$ cat config.mk
export PLATFORM = sky130hd
export DESIGN_NAME = csr_unit_top
export DESIGN_NICKNAME = d
export VERILOG_FILES = /design/src/common/csr_addr_pkg.sv /design/src/common/csr_exc_pkg.sv /design/src/logic/csr_access_ctrl.sv /design/src/logic/privilege_mode_regs.sv /design/src/logic/exception_state_regs.sv /design/src/logic/interrupt_unit.sv /design/src/logic/csr_timer.sv /design/src/logic/csr_unit_top.sv
export SDC_FILE = /design/constraint.sdc
export NUM_CORES = 1
export LEC_CHECK = 0
export BUFFER_PORTS_ARGS = -buffer_cell sky130_fd_sc_hd__buf_2
export CAP_MARGIN = 25
export CORE_UTILIZATION = 52
export DETAILED_ROUTE_END_ITERATION = 16
export HOLD_SLACK_MARGIN = 0.06
export MAX_ROUTING_LAYER = met4
export PLACE_DENSITY = 0.77
export SETUP_SLACK_MARGIN = 0.5
export SLEW_MARGIN = 10
export SYNTH_ARGS = -nofsm -noshare
export SYNTH_HDL_FRONTEND = slang
export SYNTH_HIERARCHICAL = 1
export SYNTH_SLANG_ARGS = --single-unit
$ cat constraint.sdc
create_clock -name clk -period 5.77 [get_ports clk]
set_input_delay 0.8655 -clock clk [delete_from_list [all_inputs] [get_ports clk]]
set_output_delay 0.8655 -clock clk [all_outputs]
set_load 0.01 [all_outputs]
$ cat src/common/csr_addr_pkg.sv
package csr_addr_pkg;

    localparam int CSR_NUM_W  = 14;
    localparam int CSR_DATA_W = 32;

    // register numbers
    localparam logic [CSR_NUM_W-1:0] CSR_CRMD   = 14'h0;
    localparam logic [CSR_NUM_W-1:0] CSR_PRMD   = 14'h1;
    localparam logic [CSR_NUM_W-1:0] CSR_ECFG   = 14'h4;
    localparam logic [CSR_NUM_W-1:0] CSR_ESTAT  = 14'h5;
    localparam logic [CSR_NUM_W-1:0] CSR_ERA    = 14'h6;
    localparam logic [CSR_NUM_W-1:0] CSR_BADV   = 14'h7;
    localparam logic [CSR_NUM_W-1:0] CSR_EENTRY = 14'hc;
    localparam logic [CSR_NUM_W-1:0] CSR_SAVE0  = 14'h30;
    localparam logic [CSR_NUM_W-1:0] CSR_SAVE1  = 14'h31;
    localparam logic [CSR_NUM_W-1:0] CSR_SAVE2  = 14'h32;
    localparam logic [CSR_NUM_W-1:0] CSR_SAVE3  = 14'h33;
    localparam logic [CSR_NUM_W-1:0] CSR_TCFG   = 14'h41;
    localparam logic [CSR_NUM_W-1:0] CSR_TVAL   = 14'h42;
    localparam logic [CSR_NUM_W-1:0] CSR_TICLR  = 14'h44;

    // eentry bits below this read zero
    localparam int EENTRY_VA_LSB      = 6;
    localparam int TCFG_INITVAL_LSB   = 2;
    localparam int ESTAT_ECODE_LSB    = 16;
    localparam int ESTAT_ESUBCODE_LSB = 22;

    // implemented bits of the mode registers
    localparam int CRMD_W = 9;
    localparam int PRMD_W = 3;

endpackage

$ cat src/common/csr_exc_pkg.sv
package csr_exc_pkg;

    localparam int ECODE_W    = 6;
    localparam int ESUBCODE_W = 9;

    // ade with esubcode 0 is a fetch address error
    localparam logic [ECODE_W-1:0] ECODE_ADE = 6'h8;
    localparam logic [ECODE_W-1:0] ECODE_ALE = 6'h9;

    localparam int INT_W         = 13;
    localparam int HW_INT_W      = 8;
    localparam int SW_INT_W      = 2;
    localparam int TIMER_INT_BIT = 11;

    // count value of a stopped timer
    localparam logic [31:0] TIMER_IDLE = 32'hffff_ffff;

endpackage

$ cat src/logic/csr_access_ctrl.sv
`timescale 1ns/10ps

module csr_access_ctrl (
    input  logic                                csr_re,
    input  logic [csr_addr_pkg::CSR_NUM_W-1:0]  csr_num,
    input  logic                                csr_we,
    input  logic [csr_addr_pkg::CSR_DATA_W-1:0] csr_wmask,
    input  logic [csr_addr_pkg::CSR_DATA_W-1:0] csr_wvalue,
    input  logic [csr_addr_pkg::CSR_DATA_W-1:0] crmd,
    input  logic [csr_addr_pkg::CSR_DATA_W-1:0] prmd,
    input  logic [csr_addr_pkg::CSR_DATA_W-1:0] ecfg,
    input  logic [csr_addr_pkg::CSR_DATA_W-1:0] estat,
    input  logic [csr_addr_pkg::CSR_DATA_W-1:0] era,
    input  logic [csr_addr_pkg::CSR_DATA_W-1:0] badv,
    input  logic [csr_addr_pkg::CSR_DATA_W-1:0] eentry,
    input  logic [csr_addr_pkg::CSR_DATA_W-1:0] save0,
    input  logic [csr_addr_pkg::CSR_DATA_W-1:0] save1,
    input  logic [csr_addr_pkg::CSR_DATA_W-1:0] save2,
    input  logic [csr_addr_pkg::CSR_DATA_W-1:0] save3,
    input  logic [csr_addr_pkg::CSR_DATA_W-1:0] tcfg,
    input  logic [csr_addr_pkg::CSR_DATA_W-1:0] tval,
    output logic                                crmd_we,
    output logic                                prmd_we,
    output logic                                ecfg_we,
    output logic                                estat_we,
    output logic                                era_we,
    output logic                                badv_we,
    output logic                                eentry_we,
    output logic [3:0]                          save_we,
    output logic                                tcfg_we,
    output logic                                ticlr_we,
    output logic [csr_addr_pkg::CSR_DATA_W-1:0] csr_wdata,
    output logic [csr_addr_pkg::CSR_DATA_W-1:0] csr_rvalue
);

    import csr_addr_pkg::*;
    import csr_exc_pkg::*;

    logic [CSR_DATA_W-1:0] cur_word;

    // ticlr and unknown numbers fall to zero
    always_comb
    begin
        case (csr_num)
            CSR_CRMD:   cur_word = crmd;
            CSR_PRMD:   cur_word = prmd;
            CSR_ECFG:   cur_word = ecfg;
            CSR_ESTAT:  cur_word = estat;
            CSR_ERA:    cur_word = era;
            CSR_BADV:   cur_word = badv;
            CSR_EENTRY: cur_word = eentry;
            CSR_SAVE0:  cur_word = save0;
            CSR_SAVE1:  cur_word = save1;
            CSR_SAVE2:  cur_word = save2;
            CSR_SAVE3:  cur_word = save3;
            CSR_TCFG:   cur_word = tcfg;
            CSR_TVAL:   cur_word = tval;
            default:    cur_word = '0;
        endcase
    end

    assign csr_rvalue = csr_re ? cur_word : '0;

    // unmasked bits keep the register's current value
    assign csr_wdata = (csr_wmask & csr_wvalue) | (~csr_wmask & cur_word);

    assign crmd_we   = csr_we && (csr_num == CSR_CRMD);
    assign prmd_we   = csr_we && (csr_num == CSR_PRMD);
    assign ecfg_we   = csr_we && (csr_num == CSR_ECFG);
    assign estat_we  = csr_we && (csr_num == CSR_ESTAT);
    assign era_we    = csr_we && (csr_num == CSR_ERA);
    assign badv_we   = csr_we && (csr_num == CSR_BADV);
    assign eentry_we = csr_we && (csr_num == CSR_EENTRY);
    assign tcfg_we   = csr_we && (csr_num == CSR_TCFG);
    assign ticlr_we  = csr_we && (csr_num == CSR_TICLR);
    assign save_we   = {4{csr_we}} & {csr_num == CSR_SAVE3, csr_num == CSR_SAVE2,
                                      csr_num == CSR_SAVE1, csr_num == CSR_SAVE0};

endmodule

$ cat src/logic/privilege_mode_regs.sv
`timescale 1ns/10ps

module privilege_mode_regs (
    input  logic                                clk,
    input  logic                                reset,
    input  logic                                wb_ex,
    input  logic                                ertn_flush,
    input  logic                                crmd_we,
    input  logic                                prmd_we,
    input  logic [csr_addr_pkg::CSR_DATA_W-1:0] csr_wdata,
    output logic [csr_addr_pkg::CSR_DATA_W-1:0] crmd,
    output logic [csr_addr_pkg::CSR_DATA_W-1:0] prmd,
    output logic                                crmd_ie
);

    import csr_addr_pkg::*;
    import csr_exc_pkg::*;

    // crmd: plv [1:0], ie [2], da [3], pg [4], datf [6:5], datm [8:7]
    logic [CRMD_W-1:0] crmd_q;
    // prmd: pplv [1:0], pie [2], same layout as the low crmd bits
    logic [PRMD_W-1:0] prmd_q;

    always_ff @(posedge clk)
    begin
        if (reset)
        begin
            crmd_q <= CRMD_W'(8);   // direct address mode
        end
        else if (wb_ex)
        begin
            crmd_q[PRMD_W-1:0] <= '0;
        end
        else if (ertn_flush)
        begin
            crmd_q[PRMD_W-1:0] <= prmd_q;
        end
        else if (crmd_we)
        begin
            crmd_q <= csr_wdata[CRMD_W-1:0];
        end
    end

    always_ff @(posedge clk)
    begin
        if (wb_ex)
        begin
            prmd_q <= crmd_q[PRMD_W-1:0];
        end
        else if (prmd_we)
        begin
            prmd_q <= csr_wdata[PRMD_W-1:0];
        end
    end

    assign crmd    = {{(CSR_DATA_W-CRMD_W){1'b0}}, crmd_q};
    assign prmd    = {{(CSR_DATA_W-PRMD_W){1'b0}}, prmd_q};
    assign crmd_ie = crmd_q[2];

    // the pipeline retires an exception and an ertn on different cycles
    assert property (@(posedge clk) disable iff (reset) !(wb_ex && ertn_flush))
        else $error("privilege_mode_regs: wb_ex and ertn_flush together");

endmodule

$ cat src/logic/exception_state_regs.sv
`timescale 1ns/10ps

module exception_state_regs (
    input  logic                                clk,
    input  logic                                wb_ex,
    input  logic [csr_exc_pkg::ECODE_W-1:0]     wb_ecode,
    input  logic [csr_exc_pkg::ESUBCODE_W-1:0]  wb_esubcode,
    input  logic [csr_addr_pkg::CSR_DATA_W-1:0] wb_pc,
    input  logic [csr_addr_pkg::CSR_DATA_W-1:0] wb_vaddr,
    input  logic [csr_exc_pkg::INT_W-1:0]       estat_is,
    input  logic                                era_we,
    input  logic                                badv_we,
    input  logic                                eentry_we,
    input  logic [3:0]                          save_we,
    input  logic [csr_addr_pkg::CSR_DATA_W-1:0] csr_wdata,
    output logic [csr_addr_pkg::CSR_DATA_W-1:0] estat,
    output logic [csr_addr_pkg::CSR_DATA_W-1:0] era,
    output logic [csr_addr_pkg::CSR_DATA_W-1:0] badv,
    output logic [csr_addr_pkg::CSR_DATA_W-1:0] eentry,
    output logic [csr_addr_pkg::CSR_DATA_W-1:0] save0,
    output logic [csr_addr_pkg::CSR_DATA_W-1:0] save1,
    output logic [csr_addr_pkg::CSR_DATA_W-1:0] save2,
    output logic [csr_addr_pkg::CSR_DATA_W-1:0] save3
);

    import csr_addr_pkg::*;
    import csr_exc_pkg::*;

    logic [ECODE_W-1:0]                ecode_q;
    logic [ESUBCODE_W-1:0]             esubcode_q;
    logic [CSR_DATA_W-1:EENTRY_VA_LSB] eentry_va;
    logic [CSR_DATA_W-1:0]             save_q [4];
    logic                              is_adef;
    logic                              addr_err;

    assign is_adef  = (wb_ecode == ECODE_ADE) && (wb_esubcode == '0);
    assign addr_err = is_adef || (wb_ecode == ECODE_ALE);

    always_ff @(posedge clk)
    begin
        if (wb_ex)
        begin
            ecode_q    <= wb_ecode;
            esubcode_q <= wb_esubcode;
            era        <= wb_pc;
        end
        else if (era_we)
        begin
            era <= csr_wdata;
        end
    end

    // fetch errors report the pc, data errors the access address
    always_ff @(posedge clk)
    begin
        if (wb_ex && addr_err)
        begin
            badv <= is_adef ? wb_pc : wb_vaddr;
        end
        else if (badv_we)
        begin
            badv <= csr_wdata;
        end
    end

    always_ff @(posedge clk)
    begin
        if (eentry_we)
        begin
            eentry_va <= csr_wdata[CSR_DATA_W-1:EENTRY_VA_LSB];
        end
        for (int i = 0; i < 4; i++)
        begin
            if (save_we[i])
            begin
                save_q[i] <= csr_wdata;
            end
        end
    end

    always_comb
    begin
        estat = '0;
        estat[INT_W-1:0] = estat_is;
        estat[ESTAT_ECODE_LSB +: ECODE_W] = ecode_q;
        estat[ESTAT_ESUBCODE_LSB +: ESUBCODE_W] = esubcode_q;
    end

    assign eentry = {eentry_va, {EENTRY_VA_LSB{1'b0}}};
    assign save0  = save_q[0];
    assign save1  = save_q[1];
    assign save2  = save_q[2];
    assign save3  = save_q[3];

endmodule

$ cat src/logic/interrupt_unit.sv
`timescale 1ns/10ps

module interrupt_unit (
    input  logic                                clk,
    input  logic                                reset,
    input  logic [csr_exc_pkg::HW_INT_W-1:0]    hw_int_in,
    input  logic                                timer_zero,
    input  logic                                tcfg_en,
    input  logic                                crmd_ie,
    input  logic                                ecfg_we,
    input  logic                                estat_we,
    input  logic                                ticlr_we,
    input  logic [csr_addr_pkg::CSR_DATA_W-1:0] csr_wdata,
    output logic [csr_addr_pkg::CSR_DATA_W-1:0] ecfg,
    output logic [csr_exc_pkg::INT_W-1:0]       estat_is,
    output logic                                has_int
);

    import csr_addr_pkg::*;
    import csr_exc_pkg::*;

    logic [INT_W-1:0]    lie;
    logic [SW_INT_W-1:0] sw_int;
    logic [HW_INT_W-1:0] hw_int;
    logic                timer_int;

    always_ff @(posedge clk)
    begin
        if (reset)
        begin
            lie       <= '0;
            sw_int    <= '0;
            hw_int    <= '0;
            timer_int <= 1'b0;
        end
        else
        begin
            hw_int <= hw_int_in;
            if (ecfg_we)
            begin
                lie <= csr_wdata[INT_W-1:0];
            end
            if (estat_we)
            begin
                sw_int <= csr_wdata[SW_INT_W-1:0];
            end
            // a new expiry beats a clear in the same cycle
            if (timer_zero && tcfg_en)
            begin
                timer_int <= 1'b1;
            end
            else if (ticlr_we && csr_wdata[0])
            begin
                timer_int <= 1'b0;
            end
        end
    end

    // bit 10 reserved, no ipi on bit 12
    assign estat_is = {1'b0, timer_int, 1'b0, hw_int, sw_int};
    assign ecfg     = {{(CSR_DATA_W-INT_W){1'b0}}, lie[INT_W-1:TIMER_INT_BIT], 1'b0,
                       lie[TIMER_INT_BIT-2:0]};
    assign has_int  = crmd_ie && ((estat_is[TIMER_INT_BIT:0] & lie[TIMER_INT_BIT:0]) != '0);

endmodule

$ cat src/logic/csr_timer.sv
`timescale 1ns/10ps

module csr_timer (
    input  logic                                clk,
    input  logic                                reset,
    input  logic                                tcfg_we,
    input  logic [csr_addr_pkg::CSR_DATA_W-1:0] csr_wdata,
    output logic [csr_addr_pkg::CSR_DATA_W-1:0] tcfg,
    output logic [csr_addr_pkg::CSR_DATA_W-1:0] tval,
    output logic                                timer_zero,
    output logic                                tcfg_en
);

    import csr_addr_pkg::*;
    import csr_exc_pkg::*;

    logic                                 en;
    logic                                 periodic;
    logic [CSR_DATA_W-1:TCFG_INITVAL_LSB] initval;
    logic [CSR_DATA_W-1:0]                count;
    logic                                 load;

    // writing tcfg with en set restarts the count
    assign load = tcfg_we && csr_wdata[0];

    always_ff @(posedge clk)
    begin
        if (reset)
        begin
            en <= 1'b0;
        end
        else if (tcfg_we)
        begin
            en <= csr_wdata[0];
        end
    end

    always_ff @(posedge clk)
    begin
        if (tcfg_we)
        begin
            periodic <= csr_wdata[1];
            initval  <= csr_wdata[CSR_DATA_W-1:TCFG_INITVAL_LSB];
        end
    end

    always_ff @(posedge clk)
    begin
        if (reset)
        begin
            count <= TIMER_IDLE;
        end
        else if (load)
        begin
            count <= {csr_wdata[CSR_DATA_W-1:TCFG_INITVAL_LSB], {TCFG_INITVAL_LSB{1'b0}}};
        end
        else if (en && count != TIMER_IDLE)
        begin
            if (timer_zero && periodic)
            begin
                count <= {initval, {TCFG_INITVAL_LSB{1'b0}}};
            end
            else
            begin
                // one-shot wraps from 0 to idle and parks there
                count <= count - 1'b1;
            end
        end
    end

    assign tcfg       = {initval, periodic, en};
    assign tval       = count;
    assign timer_zero = (count == '0);
    assign tcfg_en    = en;

    assert property (@(posedge clk) disable iff (reset) !en && !tcfg_we |=> $stable(count))
        else $error("csr_timer: count moved while disabled");

endmodule

$ cat src/logic/csr_unit_top.sv
`timescale 1ns/10ps

module csr_unit_top (
    input  logic                                clk,
    input  logic                                reset,
    input  logic                                csr_re,
    input  logic [csr_addr_pkg::CSR_NUM_W-1:0]  csr_num,
    input  logic                                csr_we,
    input  logic [csr_addr_pkg::CSR_DATA_W-1:0] csr_wmask,
    input  logic [csr_addr_pkg::CSR_DATA_W-1:0] csr_wvalue,
    input  logic                                wb_ex,
    input  logic [csr_exc_pkg::ECODE_W-1:0]     wb_ecode,
    input  logic [csr_exc_pkg::ESUBCODE_W-1:0]  wb_esubcode,
    input  logic [csr_addr_pkg::CSR_DATA_W-1:0] wb_pc,
    input  logic [csr_addr_pkg::CSR_DATA_W-1:0] wb_vaddr,
    input  logic                                ertn_flush,
    input  logic [csr_exc_pkg::HW_INT_W-1:0]    hw_int_in,
    output logic [csr_addr_pkg::CSR_DATA_W-1:0] csr_rvalue,
    output logic [csr_addr_pkg::CSR_DATA_W-1:0] csr_eentry,
    output logic [csr_addr_pkg::CSR_DATA_W-1:0] csr_era,
    output logic                                has_int
);

    import csr_addr_pkg::*;
    import csr_exc_pkg::*;

    logic [CSR_DATA_W-1:0] csr_wdata;
    logic [CSR_DATA_W-1:0] crmd, prmd, ecfg, estat, badv;
    logic [CSR_DATA_W-1:0] save0, save1, save2, save3;
    logic [CSR_DATA_W-1:0] tcfg, tval;
    logic                  crmd_we, prmd_we, ecfg_we, estat_we;
    logic                  era_we, badv_we, eentry_we, tcfg_we, ticlr_we;
    logic [3:0]            save_we;
    logic                  crmd_ie, timer_zero, tcfg_en;
    logic [INT_W-1:0]      estat_is;

    csr_access_ctrl u_access_ctrl (.era(csr_era), .eentry(csr_eentry), .*);

    privilege_mode_regs u_mode_regs (.*);

    exception_state_regs u_exc_regs (.era(csr_era), .eentry(csr_eentry), .*);

    interrupt_unit u_int_unit (.*);

    csr_timer u_timer (.*);

endmodule

==> results of run 1 <==
## layer usage
metal / vias up / wire, microns
met5: - / 0
met4: 0 / 4709
met3: 235 / 7902
met2: 1284 / 31990
met1: 7582 / 26620
li1: 6594 / -
## layout by cell type, fill, tap and decap left out, drive strengths merged, types with 13 or more instances in the layout
| cell type | count |
|---|---|
| o221a | 32 |
| nor3 | 32 |
| nor2 | 104 |
| clkbuf | 57 |
| nor2b | 13 |
| and2 | 15 |
| a221oi | 14 |
| or2 | 41 |
| and3 | 17 |
| mux2i | 48 |
| a32o | 15 |
| a22o | 23 |
| a22oi | 82 |
| edfxtp | 267 |
| inv | 31 |
| nand4 | 14 |
| mux2 | 55 |
| a31oi | 33 |
| a32oi | 20 |
| a21oi | 57 |
| dfxtp | 65 |
| buf | 343 |
| o21ai | 48 |
| nand2b | 18 |
| nor4 | 24 |
| o22ai | 43 |
| nand2 | 56 |
| conb | 84 |
| nand3 | 52 |
## sequential cells by signal (all words and copies together), names as in the netlist, 2 cells and up
name	flops
u_exc_regs/badv	32
u_exc_regs/ecode_q	6
u_exc_regs/eentry_va	26
u_exc_regs/era	32
u_exc_regs/esubcode_q	9
u_exc_regs/save_q	128
u_int_unit/hw_int	8
u_int_unit/lie	12
u_int_unit/sw_int	2
u_mode_regs/crmd_q	9
u_mode_regs/prmd_q	3
u_timer/initval	30
u_timer/tval	32
## layout make-up
| cell class | count | area (sq um) |
|---|---|---|
| Antenna cell | 2 | 5.005 |
| Inverter | 32 | 120.1 |
| Multi-Input combinational cell | 1097 | 7566 |
| Clock inverter | 9 | 81.33 |
| Sequential cell | 332 | 9319 |
| Timing Repair Buffer | 343 | 1939 |
| Clock buffer | 57 | 1116 |
| Tap cell | 448 | 560.5 |
| Fill cell | 2765 | 13160 |
## worst max-delay path by stage
stage                         endpoint  depth (start not counted)
finish                  csr_rvalue[13]                          9
global route            csr_rvalue[13]                          9
CTS                     csr_rvalue[24]                          9
detailed placement  u_exc_regs/badv[7]                          9
global placement        csr_rvalue[15]                          6
floorplan             u_timer/tval[26]                         13
## kinds of logic (layout without fill, tap and decap cells)
group	Yosys count	count (layout)
AO/OA/AOI/OAI	459	459
XOR/XNOR	11	11
adder cells (fa/ha/maj)	2	2
buffers and inverters	250	441
flip-flops	332	332
multiplexers	108	108
other	3	86
AND/OR/NAND/NOR	433	433
## per-stage QoR
stage / cells / setup WS (ns) / hold WS [ns] / instance area, sq um
after floorplan: 1679 / 0.9374 / 0.4486 / 18350
after global placement: 2248 / 1.151 / 0.4602 / 19460
after detailed placement: 2250 / 1.236 / 0.4818 / 19480
after CTS: 2316 / 1.211 / 0.4901 / 20680
after global routing: 2319 / 1.042 / 0.5091 / 20700
final: 2320 / 1.104 / 0.4924 / 20710
## power groups by stage
stage                     clock network [mW]  registers (mW)  logic [mW]
after floorplan                            0            2.71       0.273
after global placement                     0            2.72       0.460
after detailed placement                   0            2.72       0.466
after CTS                               2.34            2.67       0.469
after global routing                    2.42            2.67       0.508
final                                   2.34            2.67       0.485
## worst register-to-register path, delay by kind of cell, from the launching register on
family | cells | cell delay [ns]
muxes | 1 | 0.42
adders and majority gates | 1 | 0.27
DFF | 1 | 0.39
AOI/OAI and AO/OA | 2 | 0.29
and+or+nand+nor | 3 | 1.91
buffers and inverters | 1 | 0.12
==> flow_metrics.env, run 1 <==
export IMPL_worst_setup_hold_path_clk_slew_ns=0.06
export IMPL_antenna_violations_before_repair=1
export IMPL_postCtsSetupBuffers=0
export IMPL_reg2reg_slack_ns=2.24
export IMPL_core_sq_mm=0.03387
export IMPL_worst_path_dominant_cell_family="buffers and inverters"
export IMPL_final_core_area_utilization=0.6114
export IMPL_fin_crit_ns=4.666
export IMPL_clock_insertion_delay_worst_skew_ns=0.53
export IMPL_synth_largest_area_cell="sky130_fd_sc_hd__edfxtp_1"
export IMPL_timing_final_crit_share=0.8086
export IMPL_synth_xor_xnor_area_share=0.005341
export IMPL_switching_share=0.2362
export IMPL_cellLeakagePower_nw=7.399
export IMPL_synth_area_sq_mm=0.01804
export IMPL_seq_power_share=0.486
export IMPL_yosys_cell_count_top_type="sky130_fd_sc_hd__edfxtp_1"
export IMPL_postRouteAntennaNets=0
export IMPL_gr_usage_met2=0.6198
export IMPL_timing_critical_path_from="csr_num[1]"
export IMPL_portBuffers=261
export IMPL_drt_pass1_iter_count=8
export IMPL_timing_setup_tns_ns=0
export IMPL_use_met3=0.07078
export IMPL_hpwl_microns=52110
export IMPL_worst_path_max_fanout=23
export IMPL_design_power_total_mw=5.493
export IMPL_pin_count=268
export IMPL_grt_max_degree=53
export IMPL_yosysUniqueCellTypes=89
export IMPL_slew_headroom=0.2834
export IMPL_power_report_internal_total_mw=4.195
export IMPL_critical_path_max_stage_delay_ns=0.66
export IMPL_dr_first_iter_drc_count=2487
export IMPL_grt_total_usage=0.4097
export IMPL_grt_ovfl_total=0
export IMPL_grtUsageMet1=0.5183
export IMPL_crit_path_cell_trace="buf_2 > buf_4 > nor2b_1 > buf_4 > a22oi_1 > o21a_1 > a41oi_1 > and2_1 > buf_2"
export IMPL_synth_area_mux_share=0.06721
export IMPL_max_vdd_ir_drop_uv=225.4
export IMPL_fin_nets=2015
export IMPL_netlist_instances=1598
export IMPL_route_detailed_drc=0
export IMPL_grt_setup_unrepaired="false"
export IMPL_avgRoutedWirePerCell_microns=30.70
export IMPL_area_share_of_and_or_nand_nor_cells_after_synthesis=0.1360
export IMPL_worstSetupEndpointType="output pin"
export IMPL_crit_required_ns=4.90
export IMPL_report_final_slew_viol_count=0
export IMPL_timing_fmax_mhz=214.3
export IMPL_adder_cell_area_share_of_the_yosys_netlist=0.001387
export IMPL_clk_skew_ns=0.02451
export IMPL_hold_viol=0
export IMPL_timing_hold_worst_class="reg -> reg"
export IMPL_grt_pass1_wl_microns=101800
export IMPL_worstReg2RegStart="u_timer/tval[0]"
export IMPL_initial_core_util=0.5326
export IMPL_ys_warnings_count=6
export IMPL_cts_sinks=332
export IMPL_cts_htree_levels=2
export IMPL_clock_path_buffers=3
export IMPL_worst_endpoint_arrival_ns=3.80
export IMPL_synthesis_area_per_instance_sq_um=11.29
export IMPL_crit_type="in -> out"
export IMPL_primary_flip_flop_cell_chosen_by_synthesis_mapping="sky130_fd_sc_hd__edfxtp_1"
export IMPL_worst_setup_path_start_kind="input pin"
export IMPL_grt_busiest_layer="met2"
export IMPL_post_cts_hold_buffer_count=0
export IMPL_ff2ff_path_depth=8
export IMPL_buffers_and_inverters_on_the_worst_path=4
export IMPL_clockPowerShare=0.425
export IMPL_drive_gt1_frac=0.2834
export IMPL_num_vias=15695
export IMPL_detail_route_vias_per_cell=6.765
export IMPL_tritoncts_num_buffers=36
export IMPL_root_buffer="sky130_fd_sc_hd__clkbuf_16"
export IMPL_comb_power_share=0.088
export IMPL_route_final_wire_length_microns=71230
export IMPL_hp_start="u_mode_regs/crmd_q[7]"
export IMPL_num_rows=67
export IMPL_setup_viol_count_final=0
export IMPL_regToRegEndpoint="u_timer/tval[25]"
export IMPL_synth_ff_latch_count=332
export IMPL_routabilityCongestion=1.033
export IMPL_netlist_top_cells_count="sky130_fd_sc_hd__edfxtp_1 (267), sky130_fd_sc_hd__buf_4 (111), sky130_fd_sc_hd__nor2_1 (101), sky130_fd_sc_hd__a22oi_1 (82), sky130_fd_sc_hd__dfxtp_1 (65)"
export IMPL_outcome="finished, final reports clean"
export IMPL_synth_top_cell_area_share=0.4445
export IMPL_fp_dieH_microns=188.3
export IMPL_netlist_top_cells_area="sky130_fd_sc_hd__edfxtp_1 (44%), sky130_fd_sc_hd__dfxtp_1 (7.2%), sky130_fd_sc_hd__buf_4 (4.6%)"
export IMPL_power_density_cell_area_mw_per_mm2=265.3
export IMPL_synth_enable_flop_cells=267
export IMPL_timing_max_cap_violations=0
export IMPL_tritoncts="done"
export IMPL_first_global_vias=15025
export IMPL_synth_yosys_seq_area_share=0.5166
export IMPL_postCtsResizedCells=0
export IMPL_crit_slowest_cell="sky130_fd_sc_hd__nor2b_1"
export IMPL_hold_path_end="u_mode_regs/crmd_q[7]"
export IMPL_fraction_of_the_mapped_netlist_area_in_compound_gates=0.1896
export IMPL_hold_crit_depth=2
export IMPL_design_die_area_sq_mm=0.03544
export IMPL_die_boundary_width_microns=188.3
export IMPL_synth_top_family_by_area="compound AO/OA/AOI/OAI gates"
export IMPL_areaGrowthSynthToFinish_pct=14.80
export IMPL_max_slew_worst_pin_slew_ns=1.065
export IMPL_postSynth_asyncResetShare=0
export IMPL_p_switching_mw=1.297
(Power assumes the default switching activity.)
==> inputs of run 2 (changes only) <==
Settings changed: ABC_AREA set to 1, CORE_UTILIZATION 52 to 58, PLACE_DENSITY 0.77 to 0.8.
Clock period 5.77 ns to 4.7 ns, I/O delays scaled along.
==> run 2 against run 1 <==
  * Area after synthesis grew 20%
  * Die area grew 7.6%
  * Power grew 22%
  * Cell count grew 61%
  * Register-to-register slack worse by 0.07 ns
  * Sequential share of layout area shrank 6.3 points
  * Global-route usage shrank 1.1 points
  * Clock skew grew 0.0026 ns
  * Largest power group unchanged
  * Highest routed layer unchanged
==> flow_metrics.env, run 2 <==
export IMPL_routabilityCongestion=1.010
export IMPL_postLayoutSetupSlackWorst_ns=0.7248
export IMPL_timing_fmax_mhz=251.6
export IMPL_cts_sinks=332
export IMPL_detail_route_vias_per_cell=5.789
export IMPL_synth_top_cell_area_share=0.3699
export IMPL_postCtsResizedCells=0
export IMPL_critical_path_most_common_cell="sky130_fd_sc_hd__nor2_1"
export IMPL_hold_crit_depth=1
export IMPL_postCtsSetupBuffers=0
export IMPL_synth_yosys_seq_area_share=0.4299
export IMPL_cellLeakagePower_nw=12.30
export IMPL_antenna_violations_before_repair=4
export IMPL_outcome="finished, final reports clean"
export IMPL_layout_cells_most_common_list="sky130_fd_sc_hd__nand2_1 (1046), sky130_fd_sc_hd__nand3_1 (550), sky130_fd_sc_hd__nor2_1 (314)"
export IMPL_crit_path_cell_trace="buf_2 > nor2_1 > nand2_1 > nor2_4 > buf_4 > nand3_1 > nand2_1 > nor2_1 > nand3b_1 > nor2_1 > nor2_1 > buf_2"
export IMPL_synth_largest_area_cell="sky130_fd_sc_hd__edfxtp_1"
export IMPL_hpwl_microns=52010
export IMPL_drt_pass1_iter_count=6
export IMPL_max_flop_register="u_exc_regs/save_q"
export IMPL_clk_skew_ns=0.02714
export IMPL_pre_cts_ws_ns=0.8403
export IMPL_worstReg2RegStart="u_timer/tcfg_en"
export IMPL_drive_gt1_frac=0.1391
export IMPL_final_core_area_utilization=0.6556
export IMPL_worst_path_max_fanout=16
export IMPL_grt_pass1_wl_microns=113000
export IMPL_worstSetupEndpointType="output pin"
export IMPL_timing_hold_worst_class="in -> reg"
export IMPL_finalInstanceArea_sq_mm=0.02406
export IMPL_setup_viol_count_final=0
export IMPL_route_final_wire_length_microns=74300
export IMPL_post_cts_hold_buffer_count=0
export IMPL_cts_htree_levels=2
export IMPL_seq_power_share=0.488
export IMPL_critical_path_max_stage_delay_ns=0.77
export IMPL_yosys_cell_count_top_type="sky130_fd_sc_hd__nand2_1"
export IMPL_hold_viol=0
export IMPL_netlist_top_cells_count="sky130_fd_sc_hd__nand2_1 (1047), sky130_fd_sc_hd__nand3_1 (550), sky130_fd_sc_hd__nor2_1 (320), sky130_fd_sc_hd__inv_1 (308), sky130_fd_sc_hd__edfxtp_1 (267)"
export IMPL_clock_insertion_delay_worst_skew_ns=0.58
export IMPL_grt_max_degree=115
export IMPL_reg2reg_slack_ns=2.17
export IMPL_largest_register_ff_count=128
export IMPL_comb_power_share=0.056
export IMPL_dr_first_iter_drc_count=2957
export IMPL_slew_headroom=0.2628
export IMPL_switching_share=0.2333
export IMPL_tritoncts_num_buffers=38
export IMPL_initial_core_util=0.5906
export IMPL_die_boundary_width_microns=195.3
export IMPL_worst_endpoint_arrival_ns=3.27
export IMPL_timing_setup_tns_ns=0
export IMPL_timing_critical_path_from="csr_num[5]"
export IMPL_p_switching_mw=1.560
export IMPL_clock_path_buffers=3
export IMPL_route_detailed_drc=0
export IMPL_avgRoutedWirePerCell_microns=19.86
export IMPL_timing_final_crit_share=0.8458
export IMPL_fin_nets=3415
export IMPL_postSynth_asyncResetShare=0
export IMPL_hold_path_end="u_exc_regs/esubcode_q[5]"
export IMPL_fillerInstances=3259
export IMPL_postRouteAntennaNets=0
export IMPL_final_common_cell="sky130_fd_sc_hd__nand2_1"
export IMPL_fin_crit_ns=3.975
export IMPL_worst_setup_path_start_kind="input pin"
export IMPL_pin_count=268
export IMPL_primary_flip_flop_cell_chosen_by_synthesis_mapping="sky130_fd_sc_hd__edfxtp_1"
export IMPL_tritoncts="done"
export IMPL_synth_area_sq_mm=0.02167
export IMPL_timing_max_cap_violations=0
export IMPL_crit_slowest_cell="sky130_fd_sc_hd__nor2_4"
export IMPL_first_global_vias=19959
export IMPL_power_report_internal_total_mw=5.125
export IMPL_synthesis_area_per_instance_sq_um=7.097
export IMPL_power_density_cell_area_mw_per_mm2=277.9
export IMPL_yosysUniqueCellTypes=39
export IMPL_grt_total_usage=0.3991
export IMPL_ys_warnings_count=6
export IMPL_ff2ff_path_depth=16
export IMPL_worst_setup_hold_path_clk_slew_ns=0.06
export IMPL_netlist_top_cells_area="sky130_fd_sc_hd__edfxtp_1 (37%), sky130_fd_sc_hd__nand2_1 (18%), sky130_fd_sc_hd__nand3_1 (13%)"
export IMPL_grt_setup_unrepaired="false"
export IMPL_synth_ff_latch_count=332
export IMPL_core_sq_mm=0.03670
export IMPL_grt_ovfl_total=0
export IMPL_hp_start="wb_esubcode[5]"
export IMPL_clockPowerShare=0.456
export IMPL_postPlaceCellArea_sq_mm=0.02276
export IMPL_crit_required_ns=3.99
export IMPL_max_slew_worst_pin_slew_ns=1.103
export IMPL_report_final_slew_viol_count=0
export IMPL_synth_enable_flop_cells=267
export IMPL_portBuffers=261
export IMPL_fp_dieH_microns=195.3
export IMPL_root_buffer="sky130_fd_sc_hd__clkbuf_16"
export IMPL_num_vias=21655
export IMPL_areaGrowthSynthToFinish_pct=11.00
export IMPL_max_vdd_ir_drop_uv=225.0
export IMPL_crit_type="in -> out"
export IMPL_design_die_area_sq_mm=0.03815
export IMPL_regToRegEndpoint="u_timer/tval[25]"
export IMPL_netlist_instances=3054
export IMPL_num_rows=70
run 2: cell count changes in the layout (fill, tap and decap cells not counted), sizes merged, moves of 35 or more:
| cell | before | now |
|---|---|---|
| nor2 | 104 | 352 |
| o21ai | 48 | 11 |
| mux2i | 48 | 1 |
| a22oi | 82 | 0 |
| o22ai | 43 | 0 |
| nand3 | 52 | 555 |
| mux2 | 55 | 0 |
| inv | 31 | 316 |
| nand3b | 1 | 36 |
| nand2 | 56 | 1060 |
run 2: worst max path at each step:
stage	endpoint	slack, ns	cells past startpoint
finish	csr_rvalue[18]	0.72	12
floorplan	u_exc_regs/save_q[0][0]	-0.56	7
CTS	csr_rvalue[15]	0.83	12
global placement	csr_rvalue[15]	0.87	12
global route	csr_rvalue[18]	0.63	12
detailed placement	csr_rvalue[15]	0.84	12
run 2: final cells by class:
type | count | area (sq um) | area share
antenna | 3 | 7.507 | 0.0003120
clock buffer | 47 | 1026 | 0.04265
clock inverter | 21 | 240.2 | 0.009985
inverter | 312 | 1171 | 0.04868
multi-input combinational | 2246 | 9950 | 0.4136
sequential | 332 | 9319 | 0.3874
tap | 468 | 585.6 | 0.02434
timing repair buffer | 312 | 1759 | 0.07312
run 2: power groups by stage:
| stage | logic, mW | registers [mW] | clock network (mW) |
|---|---|---|---|
| final | 0.376 | 3.26 | 3.05 |
| after global routing | 0.408 | 3.26 | 3.19 |
| after CTS | 0.362 | 3.26 | 3.06 |
| after global placement | 0.354 | 3.32 | 0 |
| after detailed placement | 0.361 | 3.32 | 0 |
| after floorplan | 0.215 | 3.31 | 0 |
run 2: cell families (layout without fill, tap and decap cells):
logic type               count (synthesis)  after routing  synth area share
AND/OR/NAND/NOR                       2095           2095            0.4197
buffers and inverters                  557            692            0.1287
flip-flops                             332            332            0.4299
AO/OA/AOI/OAI                           52             52           0.01466
XOR/XNOR                                12             12          0.004849
other                                    3             87         0.0005195
adder cells (fa/ha/maj)                  2              2          0.001154
multiplexers                             1              1         0.0004618
run 2: stage by stage:
stage	total power, mW	hold WS, ns	instances
detailed placement	3.684	0.4639	3669
finish	6.685	0.3347	3741
CTS	6.686	0.3162	3737
global placement	3.678	0.4563	3669
global route	6.861	0.3316	3741
floorplan	3.528	0.4403	3135
run 2: layer usage:
layer,global-route usage,vias to the layer above,share of wire
li1,-,10012,-
met5,-,-,0
met2,0.5694,1500,0.43
met1,0.5622,9946,0.40
met3,0.08826,197,0.14
met4,0.1289,0,0.030
run 2: critical path, delay by kind of cell:
family,cells,cell delay [ns]
AND/OR/NAND/NOR,9,1.92
buffers and inverters,3,0.62
